File: src/hdl/mips_pkg.sv
`default_nettype none

package mips_pkg;

    localparam logic [31:0] RESET_VECTOR = 32'hBFC0_0000;

    typedef enum logic [2:0] {
        IF   = 3'd0,
        ID   = 3'd1,
        EX   = 3'd2,
        MEM  = 3'd3,
        HALT = 3'd4
    } state_t;

    localparam logic [3:0] ALU_ADD = 4'd0;
    localparam logic [3:0] ALU_SUB = 4'd1;
    localparam logic [3:0] ALU_AND = 4'd2;
    localparam logic [3:0] ALU_OR  = 4'd3;
    localparam logic [3:0] ALU_XOR = 4'd4;
    localparam logic [3:0] ALU_SLT = 4'd5;
    localparam logic [3:0] ALU_LUI = 4'd6;

    // Primary opcodes
    localparam logic [5:0] OP_SPECIAL = 6'b000000;
    localparam logic [5:0] OP_J       = 6'b000010;
    localparam logic [5:0] OP_BEQ     = 6'b000100;
    localparam logic [5:0] OP_BNE     = 6'b000101;
    localparam logic [5:0] OP_ADDIU   = 6'b001001;
    localparam logic [5:0] OP_ORI     = 6'b001101;
    localparam logic [5:0] OP_LUI     = 6'b001111;
    localparam logic [5:0] OP_LW      = 6'b100011;
    localparam logic [5:0] OP_SW      = 6'b101011;

    // Function field of SPECIAL
    localparam logic [5:0] FN_JR   = 6'b001000;
    localparam logic [5:0] FN_ADDU = 6'b100001;
    localparam logic [5:0] FN_SUBU = 6'b100011;
    localparam logic [5:0] FN_AND  = 6'b100100;
    localparam logic [5:0] FN_OR   = 6'b100101;
    localparam logic [5:0] FN_XOR  = 6'b100110;
    localparam logic [5:0] FN_SLT  = 6'b101010;

    typedef union packed {
        struct packed {
            logic [5:0] op;
            logic [4:0] rs;
            logic [4:0] rt;
            logic [4:0] rd;
            logic [4:0] shamt;
            logic [5:0] func;
        } r;
        struct packed {
            logic [5:0]  op;
            logic [4:0]  rs;
            logic [4:0]  rt;
            logic [15:0] imm;
        } i;
        struct packed {
            logic [5:0]  op;
            logic [25:0] target;
        } j;
    } instr_t;

endpackage

`default_nettype wire

File: src/hdl/mips_alu.sv
`timescale 1ns/1ps
`default_nettype none

module mips_alu (
    input  logic [31:0] a,
    input  logic [31:0] b,
    input  logic [3:0]  op,
    output logic [31:0] result,
    output logic        zero
);
    import mips_pkg::*;

    always_comb begin
        case (op)
            ALU_ADD: result = a + b;
            ALU_SUB: result = a - b;
            ALU_AND: result = a & b;
            ALU_OR:  result = a | b;
            ALU_XOR: result = a ^ b;
            ALU_SLT: result = {31'd0, $signed(a) < $signed(b)};
            ALU_LUI: result = {b[15:0], 16'd0};  // Immediate to upper half
            default: result = 32'd0;
        endcase
    end

    assign zero = (result == 32'd0);

endmodule

`default_nettype wire

File: src/hdl/mips_control.sv
`timescale 1ns/1ps
`default_nettype none

module mips_control (
    input  logic             clk,
    input  logic             reset,
    input  logic             waitrequest,
    input  logic             alu_zero,
    input  logic             pc_zero,
    input  mips_pkg::instr_t instr,
    output logic             read,
    output logic             write,
    output logic             active,
    output logic             pc_write,
    output logic [1:0]       pc_src,
    output logic             ir_write,
    output logic             mdr_write,
    output logic             alu_out_write,
    output logic             iord,
    output logic             alu_src_a,
    output logic [1:0]       alu_src_b,
    output logic [3:0]       alu_op,
    output logic             reg_write,
    output logic             reg_dst,
    output logic             mem_to_reg,
    output logic             imm_zero_ext
);
    import mips_pkg::*;

    state_t state;
    state_t next_state;
    state_t fetch_state;
    logic   started;
    logic   is_lw;
    logic   is_sw;

    assign is_lw       = (instr.i.op == OP_LW);
    assign is_sw       = (instr.i.op == OP_SW);
    assign fetch_state = pc_zero ? HALT : IF;  // PC of zero ends the program
    assign active      = (state != HALT);

    always_ff @(posedge clk) begin
        if (reset) begin
            state   <= IF;
            started <= 1'b0;
        end else begin
            state   <= next_state;
            started <= 1'b1;  // First fetch one cycle after reset
        end
    end

    always_comb begin
        next_state = state;
        case (state)
            IF: begin
                if (started && !waitrequest) begin
                    next_state = ID;
                end
            end
            ID:  next_state = EX;
            EX: begin
                if ((is_lw || is_sw) && waitrequest) begin
                    next_state = EX;  // Bus request held
                end else if (is_lw) begin
                    next_state = MEM;
                end else begin
                    next_state = fetch_state;
                end
            end
            MEM:     next_state = fetch_state;
            default: next_state = HALT;
        endcase
    end

    always_comb begin
        read          = 1'b0;
        write         = 1'b0;
        pc_write      = 1'b0;
        pc_src        = 2'd0;
        ir_write      = 1'b0;
        mdr_write     = 1'b0;
        alu_out_write = 1'b0;
        iord          = 1'b0;
        alu_src_a     = 1'b0;
        alu_src_b     = 2'd0;
        alu_op        = ALU_ADD;
        reg_write     = 1'b0;
        reg_dst       = 1'b0;
        mem_to_reg    = 1'b0;
        imm_zero_ext  = 1'b0;
        case (state)
            IF: begin
                alu_src_b = 2'd1;  // PC + 4
                if (started) begin
                    read     = 1'b1;
                    ir_write = !waitrequest;
                    pc_write = !waitrequest;
                end
            end
            ID: begin
                alu_src_b     = 2'd3;  // Branch target
                alu_out_write = 1'b1;
            end
            EX: begin
                alu_src_a = 1'b1;
                case (instr.i.op)
                    OP_SPECIAL: begin
                        reg_dst   = 1'b1;
                        reg_write = 1'b1;
                        case (instr.r.func)
                            FN_ADDU: alu_op = ALU_ADD;
                            FN_SUBU: alu_op = ALU_SUB;
                            FN_AND:  alu_op = ALU_AND;
                            FN_OR:   alu_op = ALU_OR;
                            FN_XOR:  alu_op = ALU_XOR;
                            FN_SLT:  alu_op = ALU_SLT;
                            FN_JR: begin
                                reg_write = 1'b0;
                                pc_src    = 2'd3;
                                pc_write  = 1'b1;
                            end
                            default: reg_write = 1'b0;
                        endcase
                    end
                    OP_ADDIU: begin
                        alu_src_b = 2'd2;
                        reg_write = 1'b1;
                    end
                    OP_ORI: begin
                        alu_src_b    = 2'd2;
                        alu_op       = ALU_OR;
                        imm_zero_ext = 1'b1;
                        reg_write    = 1'b1;
                    end
                    OP_LUI: begin
                        alu_src_b = 2'd2;
                        alu_op    = ALU_LUI;
                        reg_write = 1'b1;
                    end
                    OP_BEQ: begin
                        alu_op   = ALU_SUB;
                        pc_src   = 2'd1;
                        pc_write = alu_zero;
                    end
                    OP_BNE: begin
                        alu_op   = ALU_SUB;
                        pc_src   = 2'd1;
                        pc_write = !alu_zero;
                    end
                    OP_J: begin
                        pc_src   = 2'd2;
                        pc_write = 1'b1;
                    end
                    OP_LW: begin
                        alu_src_b = 2'd2;
                        iord      = 1'b1;
                        read      = 1'b1;
                        mdr_write = !waitrequest;
                    end
                    OP_SW: begin
                        alu_src_b = 2'd2;
                        iord      = 1'b1;
                        write     = 1'b1;
                    end
                    default: ;  // Unknown opcode runs as a no-op
                endcase
            end
            MEM: begin
                reg_write  = 1'b1;  // MDR into rt
                mem_to_reg = 1'b1;
            end
            default: ;
        endcase
    end

endmodule

`default_nettype wire

File: src/hdl/mips_cpu.sv
`timescale 1ns/1ps
`default_nettype none

module mips_cpu (
    input  logic        clk,
    input  logic        reset,
    input  logic        waitrequest,
    input  logic [31:0] readdata,
    output logic        active,
    output logic [31:0] address,
    output logic [31:0] writedata,
    output logic [31:0] register_v0,
    output logic        read,
    output logic        write
);
    import mips_pkg::*;

    instr_t     instr;
    logic       alu_zero;
    logic       pc_zero;
    logic       pc_write;
    logic [1:0] pc_src;
    logic       ir_write;
    logic       mdr_write;
    logic       alu_out_write;
    logic       iord;
    logic       alu_src_a;
    logic [1:0] alu_src_b;
    logic [3:0] alu_op;
    logic       reg_write;
    logic       reg_dst;
    logic       mem_to_reg;
    logic       imm_zero_ext;

    mips_control i_control (
        .clk           (clk),
        .reset         (reset),
        .waitrequest   (waitrequest),
        .alu_zero      (alu_zero),
        .pc_zero       (pc_zero),
        .instr         (instr),
        .read          (read),
        .write         (write),
        .active        (active),
        .pc_write      (pc_write),
        .pc_src        (pc_src),
        .ir_write      (ir_write),
        .mdr_write     (mdr_write),
        .alu_out_write (alu_out_write),
        .iord          (iord),
        .alu_src_a     (alu_src_a),
        .alu_src_b     (alu_src_b),
        .alu_op        (alu_op),
        .reg_write     (reg_write),
        .reg_dst       (reg_dst),
        .mem_to_reg    (mem_to_reg),
        .imm_zero_ext  (imm_zero_ext)
    );

    mips_datapath i_datapath (
        .clk           (clk),
        .reset         (reset),
        .readdata      (readdata),
        .pc_write      (pc_write),
        .pc_src        (pc_src),
        .ir_write      (ir_write),
        .mdr_write     (mdr_write),
        .alu_out_write (alu_out_write),
        .iord          (iord),
        .alu_src_a     (alu_src_a),
        .alu_src_b     (alu_src_b),
        .alu_op        (alu_op),
        .reg_write     (reg_write),
        .reg_dst       (reg_dst),
        .mem_to_reg    (mem_to_reg),
        .imm_zero_ext  (imm_zero_ext),
        .address       (address),
        .writedata     (writedata),
        .register_v0   (register_v0),
        .instr         (instr),
        .alu_zero      (alu_zero),
        .pc_zero       (pc_zero)
    );

endmodule

`default_nettype wire

File: src/hdl/mips_datapath.sv
`timescale 1ns/1ps
`default_nettype none

module mips_datapath (
    input  logic             clk,
    input  logic             reset,
    input  logic [31:0]      readdata,
    input  logic             pc_write,
    input  logic [1:0]       pc_src,
    input  logic             ir_write,
    input  logic             mdr_write,
    input  logic             alu_out_write,
    input  logic             iord,
    input  logic             alu_src_a,
    input  logic [1:0]       alu_src_b,
    input  logic [3:0]       alu_op,
    input  logic             reg_write,
    input  logic             reg_dst,
    input  logic             mem_to_reg,
    input  logic             imm_zero_ext,
    output logic [31:0]      address,
    output logic [31:0]      writedata,
    output logic [31:0]      register_v0,
    output mips_pkg::instr_t instr,
    output logic             alu_zero,
    output logic             pc_zero
);
    import mips_pkg::*;

    logic [31:0] pc;
    logic [31:0] pc_next;
    logic [31:0] mdr;
    logic [31:0] alu_out;
    logic [31:0] alu_a;
    logic [31:0] alu_b;
    logic [31:0] alu_result;
    logic [31:0] imm_ext;
    logic [31:0] rs_data;
    logic [31:0] rt_data;
    logic [31:0] wr_data;
    logic [4:0]  wr_addr;

    always_ff @(posedge clk) begin
        if (reset) begin
            pc <= RESET_VECTOR;
        end else if (pc_write) begin
            pc <= pc_next;
        end
    end

    always_ff @(posedge clk) begin
        if (ir_write) begin
            instr <= readdata;
        end
        if (mdr_write) begin
            mdr <= readdata;
        end
        if (alu_out_write) begin
            alu_out <= alu_result;
        end
    end

    assign imm_ext = imm_zero_ext ? {16'd0, instr.i.imm} : {{16{instr.i.imm[15]}}, instr.i.imm};
    assign alu_a   = alu_src_a ? rs_data : pc;

    always_comb begin
        case (alu_src_b)
            2'd0:    alu_b = rt_data;
            2'd1:    alu_b = 32'd4;
            2'd2:    alu_b = imm_ext;
            default: alu_b = {imm_ext[29:0], 2'b00};  // Word offset
        endcase
    end

    always_comb begin
        case (pc_src)
            2'd0:    pc_next = alu_result;
            2'd1:    pc_next = alu_out;  // Stored branch target
            2'd2:    pc_next = {pc[31:28], instr.j.target, 2'b00};
            default: pc_next = rs_data;
        endcase
    end

    // Looks at the PC the next cycle will see
    assign pc_zero = ((pc_write ? pc_next : pc) == 32'd0);

    assign address   = iord ? alu_result : pc;
    assign writedata = rt_data;
    assign wr_addr   = reg_dst ? instr.r.rd : instr.r.rt;
    assign wr_data   = mem_to_reg ? mdr : alu_result;

    mips_regfile i_regfile (
        .clk     (clk),
        .reset   (reset),
        .rs_addr (instr.r.rs),
        .rt_addr (instr.r.rt),
        .wr_addr (wr_addr),
        .wr_en   (reg_write),
        .wr_data (wr_data),
        .rs_data (rs_data),
        .rt_data (rt_data),
        .v0      (register_v0)
    );

    mips_alu i_alu (
        .a      (alu_a),
        .b      (alu_b),
        .op     (alu_op),
        .result (alu_result),
        .zero   (alu_zero)
    );

endmodule

`default_nettype wire

File: src/hdl/mips_regfile.sv
`timescale 1ns/1ps
`default_nettype none

module mips_regfile (
    input  logic        clk,
    input  logic        reset,
    input  logic [4:0]  rs_addr,
    input  logic [4:0]  rt_addr,
    input  logic [4:0]  wr_addr,
    input  logic        wr_en,
    input  logic [31:0] wr_data,
    output logic [31:0] rs_data,
    output logic [31:0] rt_data,
    output logic [31:0] v0
);

    logic [31:0] regs [32];

    always_ff @(posedge clk) begin
        if (reset) begin
            for (int i = 0; i < 32; i++) begin
                regs[i] <= 32'd0;
            end
        end else if (wr_en && wr_addr != 5'd0) begin
            regs[wr_addr] <= wr_data;
        end
    end

    assign rs_data = (rs_addr == 5'd0) ? 32'd0 : regs[rs_addr];
    assign rt_data = (rt_addr == 5'd0) ? 32'd0 : regs[rt_addr];
    assign v0      = regs[2];

endmodule

`default_nettype wire

File: config.mk
export PLATFORM = sky130hd
export DESIGN_NAME = mips_cpu
export DESIGN_NICKNAME = d
export VERILOG_FILES = /design/src/hdl/mips_pkg.sv /design/src/hdl/mips_alu.sv /design/src/hdl/mips_control.sv /design/src/hdl/mips_cpu.sv /design/src/hdl/mips_datapath.sv /design/src/hdl/mips_regfile.sv
export SDC_FILE = /design/constraint.sdc
export NUM_CORES = 2
export LEC_CHECK = 0
export CELL_PAD_IN_SITES_DETAIL_PLACEMENT = 1
export CELL_PAD_IN_SITES_GLOBAL_PLACEMENT = 1
export CORE_MARGIN = 2
export CORE_UTILIZATION = 30
export CTS_CLUSTER_DIAMETER = 30
export DETAILED_ROUTE_END_ITERATION = 8
export DONT_BUFFER_PORTS = 1
export PLACE_DENSITY = 0.47
export RECOVER_POWER = 25
export SLEW_MARGIN = 15
export SYNTH_ARGS = -nofsm -noshare
export SYNTH_HDL_FRONTEND = slang
export SYNTH_SLANG_ARGS = --single-unit
File: constraint.sdc
create_clock -name clk -period 21.3 [get_ports clk]
set_input_delay 3.195 -clock clk [delete_from_list [all_inputs] [get_ports clk]]
set_output_delay 3.195 -clock clk [all_outputs]
set_load 0.01 [all_outputs]
==> results.cfg <==
[flow_run]
cap_violations = 14

[grt]
grt_pass1_wl_um = 445300
grt_max_degree = 108
first_global_vias = 51610
grt_use_met2 = 0.4691
grtUsageTotal = 0.2899
grt-busiest-layer = met2
grt_overflow = 0
use_met3 = 0.05551
antenna_found_initial = 36
met1_usage = 0.3834

[placement]
postPlaceCellArea_mm2 = 0.06980
gp_congestion = 0.9388
hpwl_um = 207400
dp_cells = 7815
numPortBuffers = 0

[synthesis]
synth_top_area_frac = 0.5106
synthTopCellsByArea = edfxtp_1, mux4_2, nor2_1
synthArstFlopShare = 0
ys_warn_count = 0
synth_area_per_cell_um2 = 12.68
yosysSeqAreaShare = 0.5246
synth_common_cells = nor2_1, edfxtp_1, mux4_2, clkbuf_1, nand2_1
synth.most_common_cell = nor2_1
synth-main-ff-cell = edfxtp_1
synth_edf_count = 1120
ys_ff_latch = 1166
synth_area_mm2 = 0.06587
yosys.area.top_type = edfxtp_1
synthCells = 5195
synthDistinctLibCells = 103

[clock_tree]
cts-hold-fix-buffers = 0
cts_setup_buffers = 0
numCtsBuffers = 351
postCtsResizedCells = 0
clkLatencyLatePin_ns = 0.94
cts-htree-levels = 5
clock-sinks = 1166
cts.path.max_buffers = 4
clk_pin_slew_ns = 0.04
cts_tree = done
cts_root_buf = clkbuf_16

[route]
vias = 50620
dr.pass1.iters = 5
drt-total-wl_um = 329300
drt-vias-per-instance = 5.973
drc = 0
wl_per_cell_um = 38.86
antenna_left = 0
drtIter0Drc = 6170

[worst_setup_path]
critPathMaxFanout = 83
critPathMaxStageDelay_ns = 1.07
cp-end-kind = output port
cp-start-kind = flop
cp.arrival_ns = 10.30
cp_cell_sequence = buf_12, buf_12, buf_4, mux4_2, a22o_1, a221oi_1, o22ai_1, mux2i_1, inv_1, ha_1, a21oi_1, o21ai_0, a311oi_1, o221a_2, a2111oi_0, or3_1, and2_1, a221oi_1, o211ai_2, nand2_1, nand2_1
cp_slowest_cell = a311oi_1
path_buf_inv = 4
cpLargestDelayFamily = compound AO/OA/AOI/OAI gates
worstSetupPathType = reg -> out
cp_data_required_time_ns = 18.11

[timing]
slew_viol_final = 396
fmax_ghz = 0.07411
grt_setup_unrepaired = no
fin_tns_setup_ns = 0
hold_viol_final = 0
maxSlewHeadroom = -1.888
fin_crit_ns = 13.49
worst_pin_slew_ns = 4.332
finalSetupViolations = 0
post-route-period-util = 0.6335
fin_skew_ns = 0.07181

[final_layout]
final_cell_count_no_fill = 8474
fin_nets = 5434
area_growth_pct = 23.54
final_util = 0.3718
fin_area_mm2 = 0.08137
drive_gt1_frac = 0.2604

[die]
die_area_mm2 = 0.2233
ios = 134
std_cell_rows = 172
initial_core_util = 0.3010
die_h_um = 472.6
core_area_mm2 = 0.2189
dieWidth_um = 472.6

[power_and_ir_drop]
p_per_area_mw_per_mm2 = 110.7
p_leak_uw = 0.02910
finalPower_uw = 9008
ir_drop_mv = 0.08421

[worst_hold_path]
holdCritPathClass = reg -> reg

[outcome]
status = finished with violations
violations = max-capacitance violations, max-slew violations
[per-stage QoR]
step | worst slack, ns | hold WS, ns
final | 7.807 | 0.5505
after global routing | 7.254 | 0.5844
after CTS | 7.733 | 0.5600
after detailed placement | 8.741 | 0.5305
after global placement | 8.862 | 0.5413
after floorplan | 11.33 | 0.4642
[cell type report]
cell class,instances,area [um2]
fillers,22650,137500
flip-flops and latches,1166,34590
multi-input cells,3466,29580
clock buffers,402,9060
well taps,2871,3592
clock inverters,223,2466
repair buffers,196,1565
inverters,119,450.4
diodes,31,77.57
[registers in the layout, indices dropped and copies added, names as in the netlist, named ones only]
signal	count
i_control.state	3
i_datapath.i_regfile.regs	1024
i_datapath.alu_out	32
i_datapath.mdr	32
i_datapath.instr	32
i_datapath.pc	32
i_control.started	1
[cell usage in the layout (no fill, tap or decap), types with 62 or more instances in the layout]
master / count
nor2_1: 1214
a21oi_1: 131
buf_4: 174
edfxtp_1: 1120
clkinv_1: 65
clkinv_2: 62
mux4_2: 571
mux2i_1: 140
o21ai_0: 96
ha_1: 97
inv_1: 109
clkbuf_16: 355
nand2_1: 282
[layer usage]
metal  vias up  share of wire
met2      2441           0.47
met4        12          0.041
met3       565          0.078
li1      20170              -
met5         -        0.00026
met1     27430           0.41
[where the power goes]
group | internal [uW] | switching [uW] | leakage, uW
clock | 3610 | 1530 | 0.00558
combinational | 383 | 797 | 0.0117
sequential | 2610 | 78.6 | 0.0118
[cell families after synthesis]
kind of cell,share of synthesized area
fa+ha+maj,0.01903
buf+inv,0.03579
flops,0.5246
compound gates,0.07085
simple gates,0.1197
other cells,0.00005693
xor+xnor,0.003970
mux,0.2260
[final timing paths]
path	startpoint	to	slack, ns	depth (start not counted)
worst max-delay path	flop	address[29]	7.81	21
worst min register to register	i_datapath.instr[22]	flop	0.55	1
worst min-delay path	i_datapath.instr[22]	flop	0.55	1
worst max register to register	flop	i_datapath.pc[8]	9.60	26
[worst reg2reg max path: stages, from the launching register on]
cell       delay (ns)
dfxtp_4          0.92
buf_12           0.61
buf_12           0.84
buf_4            0.92
mux4_2           0.64
a22o_1           0.24
a221oi_1         0.39
o22ai_1          0.38
mux2i_1          0.36
inv_1            0.15
ha_1             0.42
a21oi_1          0.27
o21ai_0          0.19
a311oi_1         1.08
o221a_2          0.42
a2111oi_0        0.11
or3_1            0.34
and2_1           0.18
a221oi_1         0.34
o211ai_2         0.31
or4_4            0.61
nor4_4           0.31
xnor2_2          0.10
buf_4            0.22
a21oi_4          0.48
buf_4            0.35
mux2_2           0.37
(Power assumes the default switching activity.)
